==> src/common/cpu_defs.svh <==
// frame phase numbers, opcode values and reset pc, included by the rtl and the testbench
`ifndef CPU_DEFS_SVH
`define CPU_DEFS_SVH

// pin frame, counted in clk cycles from the idle phase
`define FRAME_LEN      10
`define PHASE_FLAG     5    // read/write flag on uo_out[0]
`define PHASE_RD_FIRST 6    // first read byte on uio_in

// opcode field, instr[31:28]
`define OP_LOADI 4'd0
`define OP_ADD   4'd1
`define OP_XOR   4'd2
`define OP_LOAD  4'd3
`define OP_STORE 4'd4
`define OP_JUMP  4'd5
`define OP_JZ    4'd6
`define OP_HALT  4'd15

// first fetch address
`define RESET_PC 32'h0000_0000

`endif

==> src/common/cpu_pkg.sv <==
// types shared by the accumulator cpu and the bus handler, imported by every rtl module
`default_nettype none

package cpu_pkg;

  typedef logic [31:0] word_t;      // data or instruction word
  typedef logic [31:0] addr_t;      // byte address
  typedef logic [7:0]  pin_byte_t;  // one tile pin group

  typedef logic [3:0]  opcode_t;    // instr[31:28]
  typedef logic [15:0] imm_t;       // instr[15:0], zero-extended where used

  // pin frame sequencer
  typedef enum logic [1:0] {
    fs_idle,      // phase 0
    fs_addr_out,  // phases 1 to 4
    fs_flag_out,  // phase 5
    fs_data_in    // phases 6 to 9
  } frame_state_t;

  // cpu step state
  typedef enum logic [1:0] {
    cs_fetch,
    cs_mem_access,  // second frame of load and store
    cs_halted
  } cpu_state_t;

endpackage

`default_nettype wire

==> src/cpu/cpu_decode.sv <==
// instruction decoder of the accumulator cpu, splits the fetched word into fields and flags
`timescale 1ns/1ps
`default_nettype none

`include "cpu_defs.svh"

module cpu_decode
  import cpu_pkg::*;
(
  input  word_t   instr,
  output opcode_t opcode,
  output imm_t    imm,
  output logic    is_mem,
  output logic    is_store,
  output logic    is_branch,
  output logic    is_halt
);

  assign opcode = instr[31:28];
  assign imm    = instr[15:0];  // bits 27:16 are reserved

  // class flags, unknown opcodes fall through as no-ops
  always_comb begin
    is_mem    = 1'b0;
    is_store  = 1'b0;
    is_branch = 1'b0;
    is_halt   = 1'b0;
    case (opcode)
      `OP_LOAD: begin
        is_mem = 1'b1;
      end
      `OP_STORE: begin
        is_mem   = 1'b1;
        is_store = 1'b1;
      end
      `OP_JUMP, `OP_JZ: begin
        is_branch = 1'b1;
      end
      `OP_HALT: begin
        is_halt = 1'b1;
      end
      default: begin
        // alu ops and no-ops raise no flag
      end
    endcase
  end

endmodule

`default_nettype wire

==> src/cpu/cpu_execute.sv <==
// execute stage of the accumulator cpu, forms next state and the next bus request
`timescale 1ns/1ps
`default_nettype none

`include "cpu_defs.svh"

module cpu_execute
  import cpu_pkg::*;
(
  input  opcode_t    opcode,
  input  imm_t       imm,
  input  logic       is_mem,
  input  logic       is_store,
  input  logic       is_branch,
  input  logic       is_halt,
  input  word_t      acc,
  input  addr_t      pc,
  input  cpu_state_t state,
  input  word_t      bus_rdata,
  output word_t      acc_next,
  output addr_t      pc_next,
  output cpu_state_t state_next,
  output addr_t      req_addr,
  output word_t      req_wdata,
  output logic       req_write,
  output logic       instr_load
);

  word_t imm_ext;
  addr_t pc_plus4;
  word_t alu_out;

  assign imm_ext    = {16'h0000, imm};
  assign pc_plus4   = pc + 32'd4;
  assign instr_load = (state == cs_fetch);  // fetched word arrives on this step

  always_comb begin
    case (opcode)
      `OP_LOADI: alu_out = imm_ext;
      `OP_ADD:   alu_out = acc + imm_ext;  // wraps at 32 bits
      `OP_XOR:   alu_out = acc ^ imm_ext;
      default:   alu_out = acc;
    endcase
  end

  always_comb begin
    acc_next   = acc;
    pc_next    = pc;
    state_next = state;
    req_addr   = pc;
    req_wdata  = acc;
    req_write  = 1'b0;
    case (state)
      cs_fetch: begin
        if (is_halt) begin
          state_next = cs_halted;
        end else if (is_mem) begin
          // data frame at the immediate address, then fetch pc+4
          pc_next    = pc_plus4;
          state_next = cs_mem_access;
          req_addr   = imm_ext;
          req_write  = is_store;
        end else if (is_branch) begin
          pc_next  = (opcode == `OP_JZ && acc != '0) ? pc_plus4 : imm_ext;
          req_addr = pc_next;
        end else begin
          acc_next = alu_out;
          pc_next  = pc_plus4;
          req_addr = pc_plus4;
        end
      end
      cs_mem_access: begin
        if (!is_store) begin
          acc_next = bus_rdata;  // load result
        end
        state_next = cs_fetch;
      end
      default: begin
        // halted holds everything
      end
    endcase
  end

endmodule

`default_nettype wire

==> src/cpu/cpu_result.sv <==
// result stage of the accumulator cpu, holds architectural state and the pending bus request
`timescale 1ns/1ps
`default_nettype none

`include "cpu_defs.svh"

module cpu_result
  import cpu_pkg::*;
(
  input  logic       clk,
  input  logic       rst_n,
  input  logic       step,
  input  word_t      acc_next,
  input  addr_t      pc_next,
  input  cpu_state_t state_next,
  input  addr_t      req_addr,
  input  word_t      req_wdata,
  input  logic       req_write,
  input  logic       instr_load,
  input  word_t      bus_rdata,
  output word_t      acc,
  output addr_t      pc,
  output cpu_state_t state,
  output word_t      instr,
  output addr_t      bus_addr,
  output word_t      bus_wdata,
  output logic       bus_write,
  output logic       halted
);

  word_t instr_q;  // instruction under a data access

  always_ff @(posedge clk) begin
    if (!rst_n) begin
      acc       <= '0;
      pc        <= `RESET_PC;
      state     <= cs_fetch;
      bus_addr  <= `RESET_PC;  // first frame fetches the reset pc
      bus_wdata <= '0;
      bus_write <= 1'b0;
    end else if (step) begin
      acc       <= acc_next;
      pc        <= pc_next;
      state     <= state_next;
      bus_addr  <= req_addr;
      bus_wdata <= req_wdata;
      bus_write <= req_write;
    end
  end

  always_ff @(posedge clk) begin
    if (step && instr_load) begin
      instr_q <= bus_rdata;
    end
  end

  // decode straight from the bus on a fetch step
  assign instr  = instr_load ? bus_rdata : instr_q;
  assign halted = (state == cs_halted);

endmodule

`default_nettype wire

==> src/cpu/cpu_core.sv <==
// accumulator cpu, decode and execute feeding the result registers, driven by the bus step
`timescale 1ns/1ps
`default_nettype none

module cpu_core
  import cpu_pkg::*;
(
  input  logic  clk,
  input  logic  rst_n,
  input  logic  step,
  input  word_t bus_rdata,
  output addr_t bus_addr,
  output word_t bus_wdata,
  output logic  bus_write,
  output logic  halted
);

  word_t      instr;
  opcode_t    opcode;
  imm_t       imm;
  logic       is_mem;
  logic       is_store;
  logic       is_branch;
  logic       is_halt;
  word_t      acc;
  addr_t      pc;
  cpu_state_t state;
  word_t      acc_next;
  addr_t      pc_next;
  cpu_state_t state_next;
  addr_t      req_addr;
  word_t      req_wdata;
  logic       req_write;
  logic       instr_load;

  cpu_decode u_decode (
    .instr     (instr),
    .opcode    (opcode),
    .imm       (imm),
    .is_mem    (is_mem),
    .is_store  (is_store),
    .is_branch (is_branch),
    .is_halt   (is_halt)
  );

  cpu_execute u_execute (
    .opcode     (opcode),
    .imm        (imm),
    .is_mem     (is_mem),
    .is_store   (is_store),
    .is_branch  (is_branch),
    .is_halt    (is_halt),
    .acc        (acc),
    .pc         (pc),
    .state      (state),
    .bus_rdata  (bus_rdata),
    .acc_next   (acc_next),
    .pc_next    (pc_next),
    .state_next (state_next),
    .req_addr   (req_addr),
    .req_wdata  (req_wdata),
    .req_write  (req_write),
    .instr_load (instr_load)
  );

  cpu_result u_result (
    .clk        (clk),
    .rst_n      (rst_n),
    .step       (step),
    .acc_next   (acc_next),
    .pc_next    (pc_next),
    .state_next (state_next),
    .req_addr   (req_addr),
    .req_wdata  (req_wdata),
    .req_write  (req_write),
    .instr_load (instr_load),
    .bus_rdata  (bus_rdata),
    .acc        (acc),
    .pc         (pc),
    .state      (state),
    .instr      (instr),
    .bus_addr   (bus_addr),
    .bus_wdata  (bus_wdata),
    .bus_write  (bus_write),
    .halted     (halted)
  );

endmodule

`default_nettype wire

==> src/source/bus_handler.sv <==
// byte-serial frame sequencer, moves one 32-bit cpu bus transaction over the tile pins
`timescale 1ns/1ps
`default_nettype none

`include "cpu_defs.svh"

module bus_handler
  import cpu_pkg::*;
(
  input  logic      clk,
  input  logic      rst_n,
  input  logic      run,
  input  pin_byte_t uio_in,
  output pin_byte_t uo_out,
  output pin_byte_t uio_out,
  output pin_byte_t uio_oe,
  input  addr_t     bus_addr,
  input  word_t     bus_wdata,
  input  logic      bus_write,
  input  logic      halted,
  output word_t     bus_rdata,
  output logic      step
);

  frame_state_t state;
  logic [3:0]   phase;    // 0 idle, 1..9 inside a frame
  logic [23:0]  rd_low;   // read bytes 0 to 2
  logic [1:0]   rd_sel;
  logic [1:0]   out_sel;
  logic         last_phase;

  assign last_phase = (phase == 4'(`FRAME_LEN - 1));
  assign rd_sel     = 2'(phase - 4'(`PHASE_RD_FIRST));
  assign out_sel    = 2'(phase - 4'd1);  // byte lane for phases 1 to 4

  // frame sequencer, run is only looked at in idle
  always_ff @(posedge clk) begin
    if (!rst_n) begin
      state <= fs_idle;
      phase <= '0;
    end else begin
      case (state)
        fs_idle: begin
          if (run && !halted) begin
            state <= fs_addr_out;
            phase <= 4'd1;
          end
        end
        fs_addr_out: begin
          phase <= phase + 4'd1;
          if (phase == 4'(`PHASE_FLAG - 1)) begin
            state <= fs_flag_out;
          end
        end
        fs_flag_out: begin
          phase <= phase + 4'd1;
          state <= fs_data_in;
        end
        fs_data_in: begin
          if (last_phase) begin
            state <= fs_idle;
            phase <= '0;
          end else begin
            phase <= phase + 4'd1;
          end
        end
        default: begin
          state <= fs_idle;
          phase <= '0;
        end
      endcase
    end
  end

  // read bytes sampled on the edge that closes their phase
  always_ff @(posedge clk) begin
    if (state == fs_data_in) begin
      case (rd_sel)
        2'd0:    rd_low[7:0]   <= uio_in;
        2'd1:    rd_low[15:8]  <= uio_in;
        2'd2:    rd_low[23:16] <= uio_in;
        default: begin
          // last byte goes straight to the cpu
        end
      endcase
    end
  end

  // step on the last phase, the cpu commits on the edge that ends the frame
  assign step      = (state == fs_data_in) && last_phase;
  assign bus_rdata = {uio_in, rd_low};

  always_comb begin
    uo_out  = '0;
    uio_out = '0;
    uio_oe  = '0;
    case (state)
      fs_idle: begin
        if (halted) begin
          uo_out = 8'h80;  // halt marker
        end
      end
      fs_addr_out: begin
        uo_out  = bus_addr[{out_sel, 3'b000} +: 8];
        uio_out = bus_wdata[{out_sel, 3'b000} +: 8];
        uio_oe  = {8{bus_write}};  // drive data pins on writes only
      end
      fs_flag_out: begin
        uo_out = {7'b0000000, bus_write};
      end
      default: begin
        // memory drives uio_in
      end
    endcase
  end

endmodule

`default_nettype wire

==> src/source/cpu_handler_top.sv <==
// chip top with the tile pin set, joins the bus handler to the accumulator cpu
`timescale 1ns/1ps
`default_nettype none

module cpu_handler_top
  import cpu_pkg::*;
(
  input  logic      clk,
  input  logic      rst_n,
  input  pin_byte_t ui_in,    // bit 0 is run
  input  pin_byte_t uio_in,
  input  logic      ena,      // tile enable, always high when powered
  output pin_byte_t uo_out,
  output pin_byte_t uio_out,
  output pin_byte_t uio_oe
);

  addr_t bus_addr;
  word_t bus_wdata;
  logic  bus_write;
  logic  halted;
  word_t bus_rdata;
  logic  step;

  bus_handler u_bus_handler (
    .clk       (clk),
    .rst_n     (rst_n),
    .run       (ui_in[0]),
    .uio_in    (uio_in),
    .uo_out    (uo_out),
    .uio_out   (uio_out),
    .uio_oe    (uio_oe),
    .bus_addr  (bus_addr),
    .bus_wdata (bus_wdata),
    .bus_write (bus_write),
    .halted    (halted),
    .bus_rdata (bus_rdata),
    .step      (step)
  );

  cpu_core u_cpu_core (
    .clk       (clk),
    .rst_n     (rst_n),
    .step      (step),
    .bus_rdata (bus_rdata),
    .bus_addr  (bus_addr),
    .bus_wdata (bus_wdata),
    .bus_write (bus_write),
    .halted    (halted)
  );

endmodule

`default_nettype wire

==> config.mk <==
export PLATFORM = sky130hd
export DESIGN_NAME = cpu_handler_top
export DESIGN_NICKNAME = d
export VERILOG_FILES = /design/src/common/cpu_pkg.sv /design/src/cpu/cpu_decode.sv /design/src/cpu/cpu_execute.sv /design/src/cpu/cpu_result.sv /design/src/cpu/cpu_core.sv /design/src/source/bus_handler.sv /design/src/source/cpu_handler_top.sv
export VERILOG_INCLUDE_DIRS = /design/src /design/src/common
export SDC_FILE = /design/constraint.sdc
export NUM_CORES = 1
export LEC_CHECK = 0
export ABC_AREA = 1
export BUFFER_PORTS_ARGS = -buffer_cell sky130_fd_sc_hd__buf_2
export CAP_MARGIN = 30
export CORE_MARGIN = 1
export CORE_UTILIZATION = 45
export DETAILED_ROUTE_END_ITERATION = 16
export PLACE_DENSITY = 0.58
export RECOVER_POWER = 50
export SKIP_CTS_REPAIR_TIMING = 1
export SLEW_MARGIN = 25
export SYNTH_ARGS = -nofsm -noshare
export SYNTH_HDL_FRONTEND = slang
export SYNTH_SLANG_ARGS = --single-unit
==> constraint.sdc <==
create_clock -name clk -period 4.8 [get_ports clk]
set_clock_uncertainty 0.1 [all_clocks]
set_input_delay 0.48 -clock clk [delete_from_list [all_inputs] [get_ports clk]]
set_output_delay 0.48 -clock clk [all_outputs]
set_load 0.02 [all_outputs]
# Word level (Yosys, flattened, before mapping)
# Index checks and enable logic that the tools add are counted.
[word_totals]
reg_bits = 193
inputBits = 19
out_inout_bits = 24
wordCells = 101
[op_classes]
add_sub_neg = 5
eq_ne = 25
shifts = 2
muxes = 34
bitwise_logic = 2
n_reduce_logical = 21
[op_table]
columns = ["cell", "count"]
rows = [
  ["$mux W32", 11],
  ["$pmux W32 S3", 1],
  ["$pmux W32 S2", 1],
  ["$shiftx A32 B6 Y8", 2],
  ["$add A32 B16 Y32", 1],
  ["$add A32 B3 Y32 const B", 1],
  ["$reduce_bool A32 Y1", 1],
  ["$xor A32 B16 Y32", 1],
  ["$mux W8", 3],
  ["$pmux W8 S3", 1],
  ["$eq A4 B3 Y1 const B", 4],
  ["$pmux W4 S3", 1],
  ["$mux W2", 5],
  ["$reduce_and A3 Y1", 3],
  ["$eq A2 B2 Y1 const B", 4],
  ["$eq A4 B2 Y1 const B", 2],
  ["$eq A4 B4 Y1 const B", 2],
  ["$mux W4", 2],
  ["$ne A2 B2 Y1 const B", 4],
  ["$pmux W2 S4", 1],
  ["$mux W1", 7],
  ["$reduce_and A7 Y1", 1],
  ["$eq A2 B1 Y1 const B", 3],
  ["$logic_not A2 Y1", 3],
  ["15 further kinds", 24],
]

# Depth between registers and ports, before layout
# Gate-level depths: netlist of the first run.
[logic_depth]
depth_word = 9
mapped_depth = 22
depth_no_buf = 20

# By module
# Synthesis of the first run repeated with hierarchy kept, for this count alone.
[unflattened]
cells_unflattened = 2273
area_unflattened_um2 = 14051.0
[modules_own_cells]
columns = ["mod", "instances", "cells_each", "area_each_um2"]
rows = [
  ["cpu_result", 1, 969, 6722.7],
  ["cpu_execute", 1, 1022, 5173.7],
  ["bus_handler", 1, 244, 1934.4],
  ["cpu_decode", 1, 38, 220.2],
]

# Worst setup path before layout of the first run
# OpenSTA, ideal clock, no wires.
[synth_timing]
path_kind = "reg-to-output"
from = "register u_bus_handler.phase[0]"
to = "output port uio_out[3]"
arrival_ns = 2.275
required_ns = 4.220
path_slack_ns = 1.945
stages_incl_launch_ff = 11
cell_sequence = "dfxtp_1 -> clkbuf_1 -> inv_1 -> clkbuf_1 -> ha_1 -> clkbuf_1 -> inv_1 -> clkbuf_1 -> a21oi_1 -> o21ai_0 -> a21oi_1"
[synth_via]
elab_chain_cells = 3
[synth_rtl]
columns = ["element", "line", "rtl"]
rows = [
  ["start, declared", "bus_handler.sv:26", "logic [3:0] phase;"],
  ["start signal, assigned", "bus_handler.sv:50", "phase <= phase + 4'd1;"],
  ["start signal, assigned", "bus_handler.sv:56", "phase <= phase + 4'd1;"],
  ["start signal, assigned", "bus_handler.sv:64", "phase <= phase + 4'd1;"],
  ["$sub A2 B1 Y2", "bus_handler.sv:34", "assign out_sel = 2'(phase - 4'd1);"],
  ["$shiftx A32 B6 Y8", "bus_handler.sv:105", "uio_out = bus_wdata[{out_sel, 3'b000} +: 8];"],
  ["$mux W8", "bus_handler.sv:97", "case (state)"],
  ["end, declared", "cpu_handler_top.sv:14", "output pin_byte_t uio_out,"],
]
# Every way passes these cells.

# Worst setup path in the final report of the first run
[layout_timing]
from = "register u_bus_handler.phase[1]"
to = "register u_cpu_core.u_result.bus_wdata[6]"
[layout_via]
elab_chain_cells = 2
[layout_rtl]
columns = ["element", "line", "rtl"]
rows = [
  ["$eq A4 B4 Y1", "bus_handler.sv:32", "assign last_phase = (phase == 4'(`FRAME_LEN - 1));"],
  ["$logic_and A1 B1 Y1", "bus_handler.sv:90", "assign step = (state == fs_data_in) && last_phase;"],
  ["end signal, assigned", "cpu_result.sv:46", "bus_wdata <= req_wdata;"],
  ["end, declared", "cpu_result.sv:26", "output word_t bus_wdata,"],
]
# Every way passes these cells.
# A chain may end at the register's enable or synchronous reset.

==> summary.txt, run 1 <==
Clock network
  • CTS buffer count: 17
  • H-tree depth: 4
  • Root buffer cell: clkbuf_16
  • CTS Buffer Depth: 2
  • Clk sink count: 181
  • Clk slew on worst S/H paths: approximately 90 ps
  • CTS tree: built
  • Worst skew pair latency: between 400 and 500 ps

Synthesis
  • Sequential fraction of the synthesis area: between 30 and 40%
  • Most used DFF post-synth: dfxtp_1
  • Post-synthesis net count: 1774
  • Synth warnings: 0
  • Netlist Area Pre-Place: 0.01122 mm²
  • Syn Area/Cell: roughly 6.5 µm²
  • Ys async rst share: 0%
  • Synth cell types: 38
  • Post-synthesis register bit count: between 150 and 200
  • Number of synthesized flops with an enable pin: 44
  • Mapped Cells: around 1700
  • Count leader, synth: nand2_1
  • Top-area cell type share of the netlist area: approximately 24%
  • Yosys top cell by area: dfxtp_1
  • Commonest cells in the netlist: 471 x nand2_1, 234 x a21oi_1, 191 x nor2_1
  • Synth top area cells: dfxtp_1 24%, nand2_1 16%, edfxtp_1 12%

Critical path
  • CP arrival: 4380 ps
  • Critical path required time: about 5000 ps
  • Critical path endpoint category: register
  • RR Startpoint: u_bus_handler.phase[1]
  • R2R Path End: u_cpu_core.u_result.bus_wdata[6]
  • CP Max Fanout: between 80 and 90
  • Setup Crit Path Kind: register to register
  • Worst reg-to-reg path cell count: 10
  • FF-to-FF setup slack: 610 ps
  • CP Launch Type: register

Floorplan
  • Die area: around 0.026 mm²
  • Die width: 159.9 µm
  • Core box area: between 0.02 and 0.025 mm²
  • Boundary Pins: 43
  • Die height: 159.9 µm
  • Site row count: 57
  • Initial Util: 45.99%

Timing
  • Tcrit/Tclk final: just under 90%
  • Final min period: approximately 4200 ps
  • Max-slew violations: 90
  • RSZ-0062 raised after global routing: no
  • Slew @ Worst Pin: around 1800 ps
  • Total negative slack: 0 ps
  • Final setup margin: 605.6 ps
  • Fmax: roughly 0.24 GHz
  • Final setup viols: 0
  • Slew margin rel.: -19.53%
  • Final Hold Fails: 0

Power and ir drop
  • VDD IR max: 196.3 µV
  • Sequential share of power: 43.5%
  • Gate power share: approximately 16%
  • PD cells: around 300 mW/mm²
  • Sw Pwr: approximately 1.2 mW
  • Switching power share of the total: between 30% and 40%
  • Clock share of power: around two fifths
  • Internal Power: between 2 and 2.5 mW
  • LEAKAGE: 5.205 nW

Drt
  • DR iter-0 viols: just under 1000
  • WL final: ~37000 µm
  • First-pass DRT Iterations: 5
  • DRT antenna net count: 0
  • DRC: 0
  • WL/cell: roughly 18 µm
  • Via Count: 11240
  • Via/cell ratio: 5.490

Placement
  • Routability cong.: roughly 0.93
  • Dpl ws: ~1100 ps
  • Dpl hpwl: between 20000 and 30000 µm
  • PortBufs: 34

Cells and area
  • N_diodes: 0
  • Fillcell total: approximately 2600
  • Layout area overhead: 8.287%
  • Post-layout util: about half
  • Share of layout cells above drive strength 1: under 10%
  • Final net count: approximately 1800

Global route
  • Pin count of the biggest net entering global routing: 90
  • GR Overflow Total: 0
  • Initial antenna violation count: 0
  • Met1 Use GR: 41.24%
  • Vias in the first global route: just over 10000
  • First-pass GRT wire length: approximately 57000 µm
  • Grt peak-use layer: met2
  • Met2 Usage GRT: 45.24%
  • Gr usage total: 29.16%
  • M3 GR Usage: under 10%

Hold path
  • Hold Crit Start: uio_in[2]
  • Worst hold path cell count: 1
  • Worst hold-check path type: input pin to register
  • Hold Crit Endpoint: u_bus_handler.rd_low[10]

Flow run
  • Max Cap Violations: 1

Status
  • Violated checks: max-capacitance violations, max-slew violations
  • Status: complete, but fails checks
## area by class of cell
cell class / instances / area [µm²] / share of cell area [%]
multi-input combinational: 1302 / 6165 / 50.75
clock buffer: 17 / 425.4 / 3.502
timing repair buffer: 52 / 299.0 / 2.462
clock inverter: 15 / 198.9 / 1.638
sequential: 181 / 4064 / 33.46
inverter: 157 / 589.3 / 4.852
tap: 324 / 405.4 / 3.337
## routing by layer
| layer | routed length [µm] | vias to the layer above |
|---|---|---|
| met5 | 0 | - |
| met4 | 976 | 0 |
| met3 | 2321 | 65 |
| met2 | 16270 | 348 |
| met1 | 17410 | 5192 |
| li1 | - | 5639 |
## cell families (layout without fill, tap and decap cells)
group | count (synthesis) | in the layout | share of synthesized area (%)
simple gates | 880 | 880 | 32.72
compound gates | 366 | 366 | 16.75
buf+inv | 242 | 241 | 8.857
flops | 181 | 181 | 36.23
fa+ha+maj | 30 | 30 | 3.413
xor+xnor | 26 | 26 | 2.030
## worst max path at each step
stage	start	to	slack, ps	cells after the start
6_report	u_bus_handler.phase[1]	u_cpu_core.u_result.bus_wdata[6]	610	10
5_1_grt	u_bus_handler.phase[1]	u_cpu_core.u_result.bus_wdata[4]	350	10
4_1_cts	u_bus_handler.phase[0]	uio_out[1]	1030	8
3_5_place_dp	u_cpu_core.u_result.state[0]	u_cpu_core.u_result.bus_addr[8]	1070	9
3_3_place_gp	u_cpu_core.u_result.state[0]	u_cpu_core.u_result.bus_addr[8]	1130	9
2_1_floorplan	u_bus_handler.phase[0]	uio_out[3]	1940	10
## cells in the final DEF, fill, tap and decap left out, types with 15 or more instances in the layout
| cell type | instances |
|---|---|
| nand2_1 | 470 |
| a21oi_1 | 234 |
| nor2_1 | 192 |
| nand3_1 | 158 |
| inv_1 | 150 |
| dfxtp_1 | 137 |
| o21ai_0 | 111 |
| edfxtp_1 | 44 |
| ha_1 | 29 |
| xor2_1 | 25 |
| buf_2 | 18 |
| clkbuf_16 | 17 |
| clkbuf_1 | 17 |
| nor3_1 | 15 |
| nand4_1 | 15 |
| buf_4 | 15 |
## metrics by stage
stage / instances / area, µm² / hold slack, ps / total power [mW]
after floorplan: 1725 / 11220 / 329.7 / 2.037
after global placement: 2015 / 11540 / 340.1 / 2.206
after detailed placement: 2015 / 11540 / 346.4 / 2.208
after CTS: 2047 / 12160 / 183.9 / 3.679
after global routing: 2048 / 12150 / 267.8 / 3.808
final: 2048 / 12150 / 272.9 / 3.661
## registers in the layout, indices dropped and copies added, names as in the netlist
| name | flops |
|---|---|
| u_bus_handler.phase | 4 |
| u_bus_handler.rd_low | 24 |
| u_bus_handler.state | 2 |
| u_cpu_core.u_result.acc | 32 |
| u_cpu_core.u_result.bus_addr | 32 |
| u_cpu_core.u_result.bus_wdata | 32 |
| u_cpu_core.u_result.bus_write | 1 |
| u_cpu_core.u_result.instr_q | 20 |
| u_cpu_core.u_result.pc | 32 |
| u_cpu_core.u_result.state | 2 |
## worst max-delay path, cell delays in order, from the launching register on
cell,delay (ps)
dfxtp_1,420
inv_1,90
ha_1,180
nand2_1,60
nor2_1,70
nand2_4,200
clkbuf_2,1340
inv_1,960
buf_4,420
nand2_1,90
a21oi_1,60
## power by group through the flow
stage | Clock (mW) | Sequential [mW] | Combinational (mW)
after floorplan | 0 | 1.62 | 0.415
after global placement | 0 | 1.63 | 0.577
after detailed placement | 0 | 1.63 | 0.579
after CTS | 1.51 | 1.59 | 0.580
after global routing | 1.56 | 1.60 | 0.649
final | 1.49 | 1.59 | 0.580
Note: power is estimated with default switching activity, not from simulation.
==> run 2, diff against run 1 <==
CELL_PAD_IN_SITES_DETAIL_PLACEMENT = 1   (was default)
CELL_PAD_IN_SITES_GLOBAL_PLACEMENT = 1   (was default)
PLACE_DENSITY = 0.78   (was 0.58)
TNS_END_PERCENT = 1   (was default)
==> summary.txt, run 2 (synthesis gave the netlist of run 1 again) <==
Global route
  • First-pass GRT wire length: ~65000 µm
  • Initial antenna violation count: 0
  • Pin count of the biggest net entering global routing: 59
  • GR Overflow Total: 0
  • Vias in the first global route: between 10000 and 15000
  • Gr usage total: 32.67%

Cells and area
  • Most common cell after layout, fill and taps aside: nand2_1
  • N_diodes: 0
  • Most frequent cells in the layout: 471 x nand2_1, 234 x a21oi_1, 191 x nor2_1
  • Share of layout cells above drive strength 1: 5.452%
  • Layout area overhead: 7.708%
  • Fin cells: approximately 2000
  • Fillcell total: about 3300
  • Final net count: approximately 1800

Timing
  • Hold Slack: between 200 and 300 ps
  • Final min period: ~4000 ps
  • Total negative slack: 0 ps
  • Tcrit/Tclk final: between 80% and 90%
  • Slew margin rel.: -41.17%
  • RSZ-0062 raised after global routing: no
  • Final Hold Fails: 0
  • Max-slew violations: 49
  • Slew @ Worst Pin: approximately 2100 ps
  • Final setup viols: 0
  • Fmax: around 0.24 GHz

Critical path
  • Critical path endpoint category: output port
  • CP peak stage delay: roughly 780 ps
  • Worst reg-to-reg path cell count: 9
  • Setup Crit Path Kind: register to output port
  • CP Cell Sequence: buf_4 > inv_1 > buf_4 > ha_1 > inv_1 > nor2_1 > o21ai_0 > a21oi_1 > buf_2
  • CP Max Fanout: 37
  • Critical path required time: 4220 ps
  • Slowest stage cell, crit path: ha_1
  • Bufs and invs on worst path: 5
  • CP arrival: between 3000 and 4000 ps
  • Crit path max-delay family: buffers and inverters
  • CP Launch Type: register
  • Stages on the worst setup path: 9

Clock network
  • Worst skew pair latency: 440 ps
  • CTS Buffer Depth: 2
  • H-tree depth: 4
  • CTS tree: built
  • CTS buffer count: 17
  • Clk slew on worst S/H paths: roughly 80 ps
  • Root buffer cell: clkbuf_16
  • Clk sink count: between 150 and 200

Flow run
  • Max Cap Violations: 1

Placement
  • PortBufs: 34
  • Inst Count DP: about 2000
  • Routability cong.: slightly above 0.9
  • Dpl hpwl: between 20000 and 30000 µm

Drt
  • WL/cell: between 20 and 25 µm
  • DRC: 0
  • Via/cell ratio: between 5 and 6
  • Via Count: 11680
  • DR iter-0 viols: 955
  • First-pass DRT Iterations: 5
  • DRT antenna net count: 0
  • WL final: approximately 41000 µm

Floorplan
  • Die width: ~160 µm
  • Boundary Pins: 43
  • Site row count: 57
  • Core box area: around 0.024 mm²
  • Die height: around 160 µm
  • Die area: roughly 0.026 mm²
  • Initial Util: 45.99%

Hold path
  • Worst hold-check path type: input pin to register
  • Worst hold path cell count: 1

Status
  • Status: complete, but fails checks
  • Violated checks: max-capacitance violations, max-slew violations

Power and ir drop
  • PD cells: between 300 and 400 mW/mm²
  • LEAKAGE: about 5.2 nW
  • VDD IR max: 206.3 µV
==> run 2: changes by cell type in the layout (fill, tap and decap cells not counted), moves of 2 or more <==
cell / change
clkinv_8: -4
inv_12: -3
clkbuf_1: +3
inv_4: +2
==> run 2: worst paths after layout <==
check                                         start                           endpoint  slack [ps]
hold / removal                            uio_in[0]           u_bus_handler.rd_low[16]         250
setup / recovery             u_bus_handler.phase[0]                          uo_out[4]         710
hold reg to reg   u_cpu_core.u_result.bus_wdata[18]  u_cpu_core.u_result.bus_wdata[18]         350
setup reg to reg             u_bus_handler.phase[0]  u_cpu_core.u_result.bus_wdata[10]         760
==> run 2: final cells by class <==
type / instances / area, µm² / share of cell area, %
repair buffers: 52 / 287.8 / 2.382
clock inverters: 12 / 137.6 / 1.139
flip-flops and latches: 181 / 4064 / 33.64
inverters: 157 / 589.3 / 4.878
clock buffers: 20 / 437.9 / 3.625
multi-input cells: 1302 / 6160 / 50.98
well taps: 324 / 405.4 / 3.355
==> run 2: power by group <==
group	total (mW)	switching [mW]	leakage (nW)	internal [mW]
registers	1.59	0.0115	1.50	1.58
logic	0.611	0.447	3.38	0.165
clock network	1.44	0.697	0.283	0.742
==> run 2: stage by stage <==
stage | power [mW] | util (%) | setup slack (ps) | cell area (µm²)
3_3_place_gp | 2.210 | 47.22 | 1133 | 11520
6_report | 3.639 | 49.53 | 711.8 | 12080
2_1_floorplan | 2.037 | - | 1945 | 11220
5_1_grt | 3.764 | 49.53 | 447.8 | 12080
3_5_place_dp | 2.227 | 47.22 | 1014 | 11520
4_1_cts | 3.648 | 49.58 | 707.5 | 12090
==> run 2: worst register-to-register path, stage by stage (launching register included) <==
cell      delay (ps)
dfxtp_1          310
buf_4            250
ha_1             260
nand2_1           60
nor2_1            60
nand2_1          290
buf_4            530
clkbuf_1        1570
o21ai_0          320
a21oi_1          200
==> run 2: per-layer routing <==
layer  vias to the layer above  GRT usage (%)  part of all wire, %
met3                        91          3.558                  4.1
li1                       5619              -                    -
met2                       275          55.48                   47
met1                      5697          41.79                   45
met5                         -              0                    0
met4                         0          14.81                  4.5
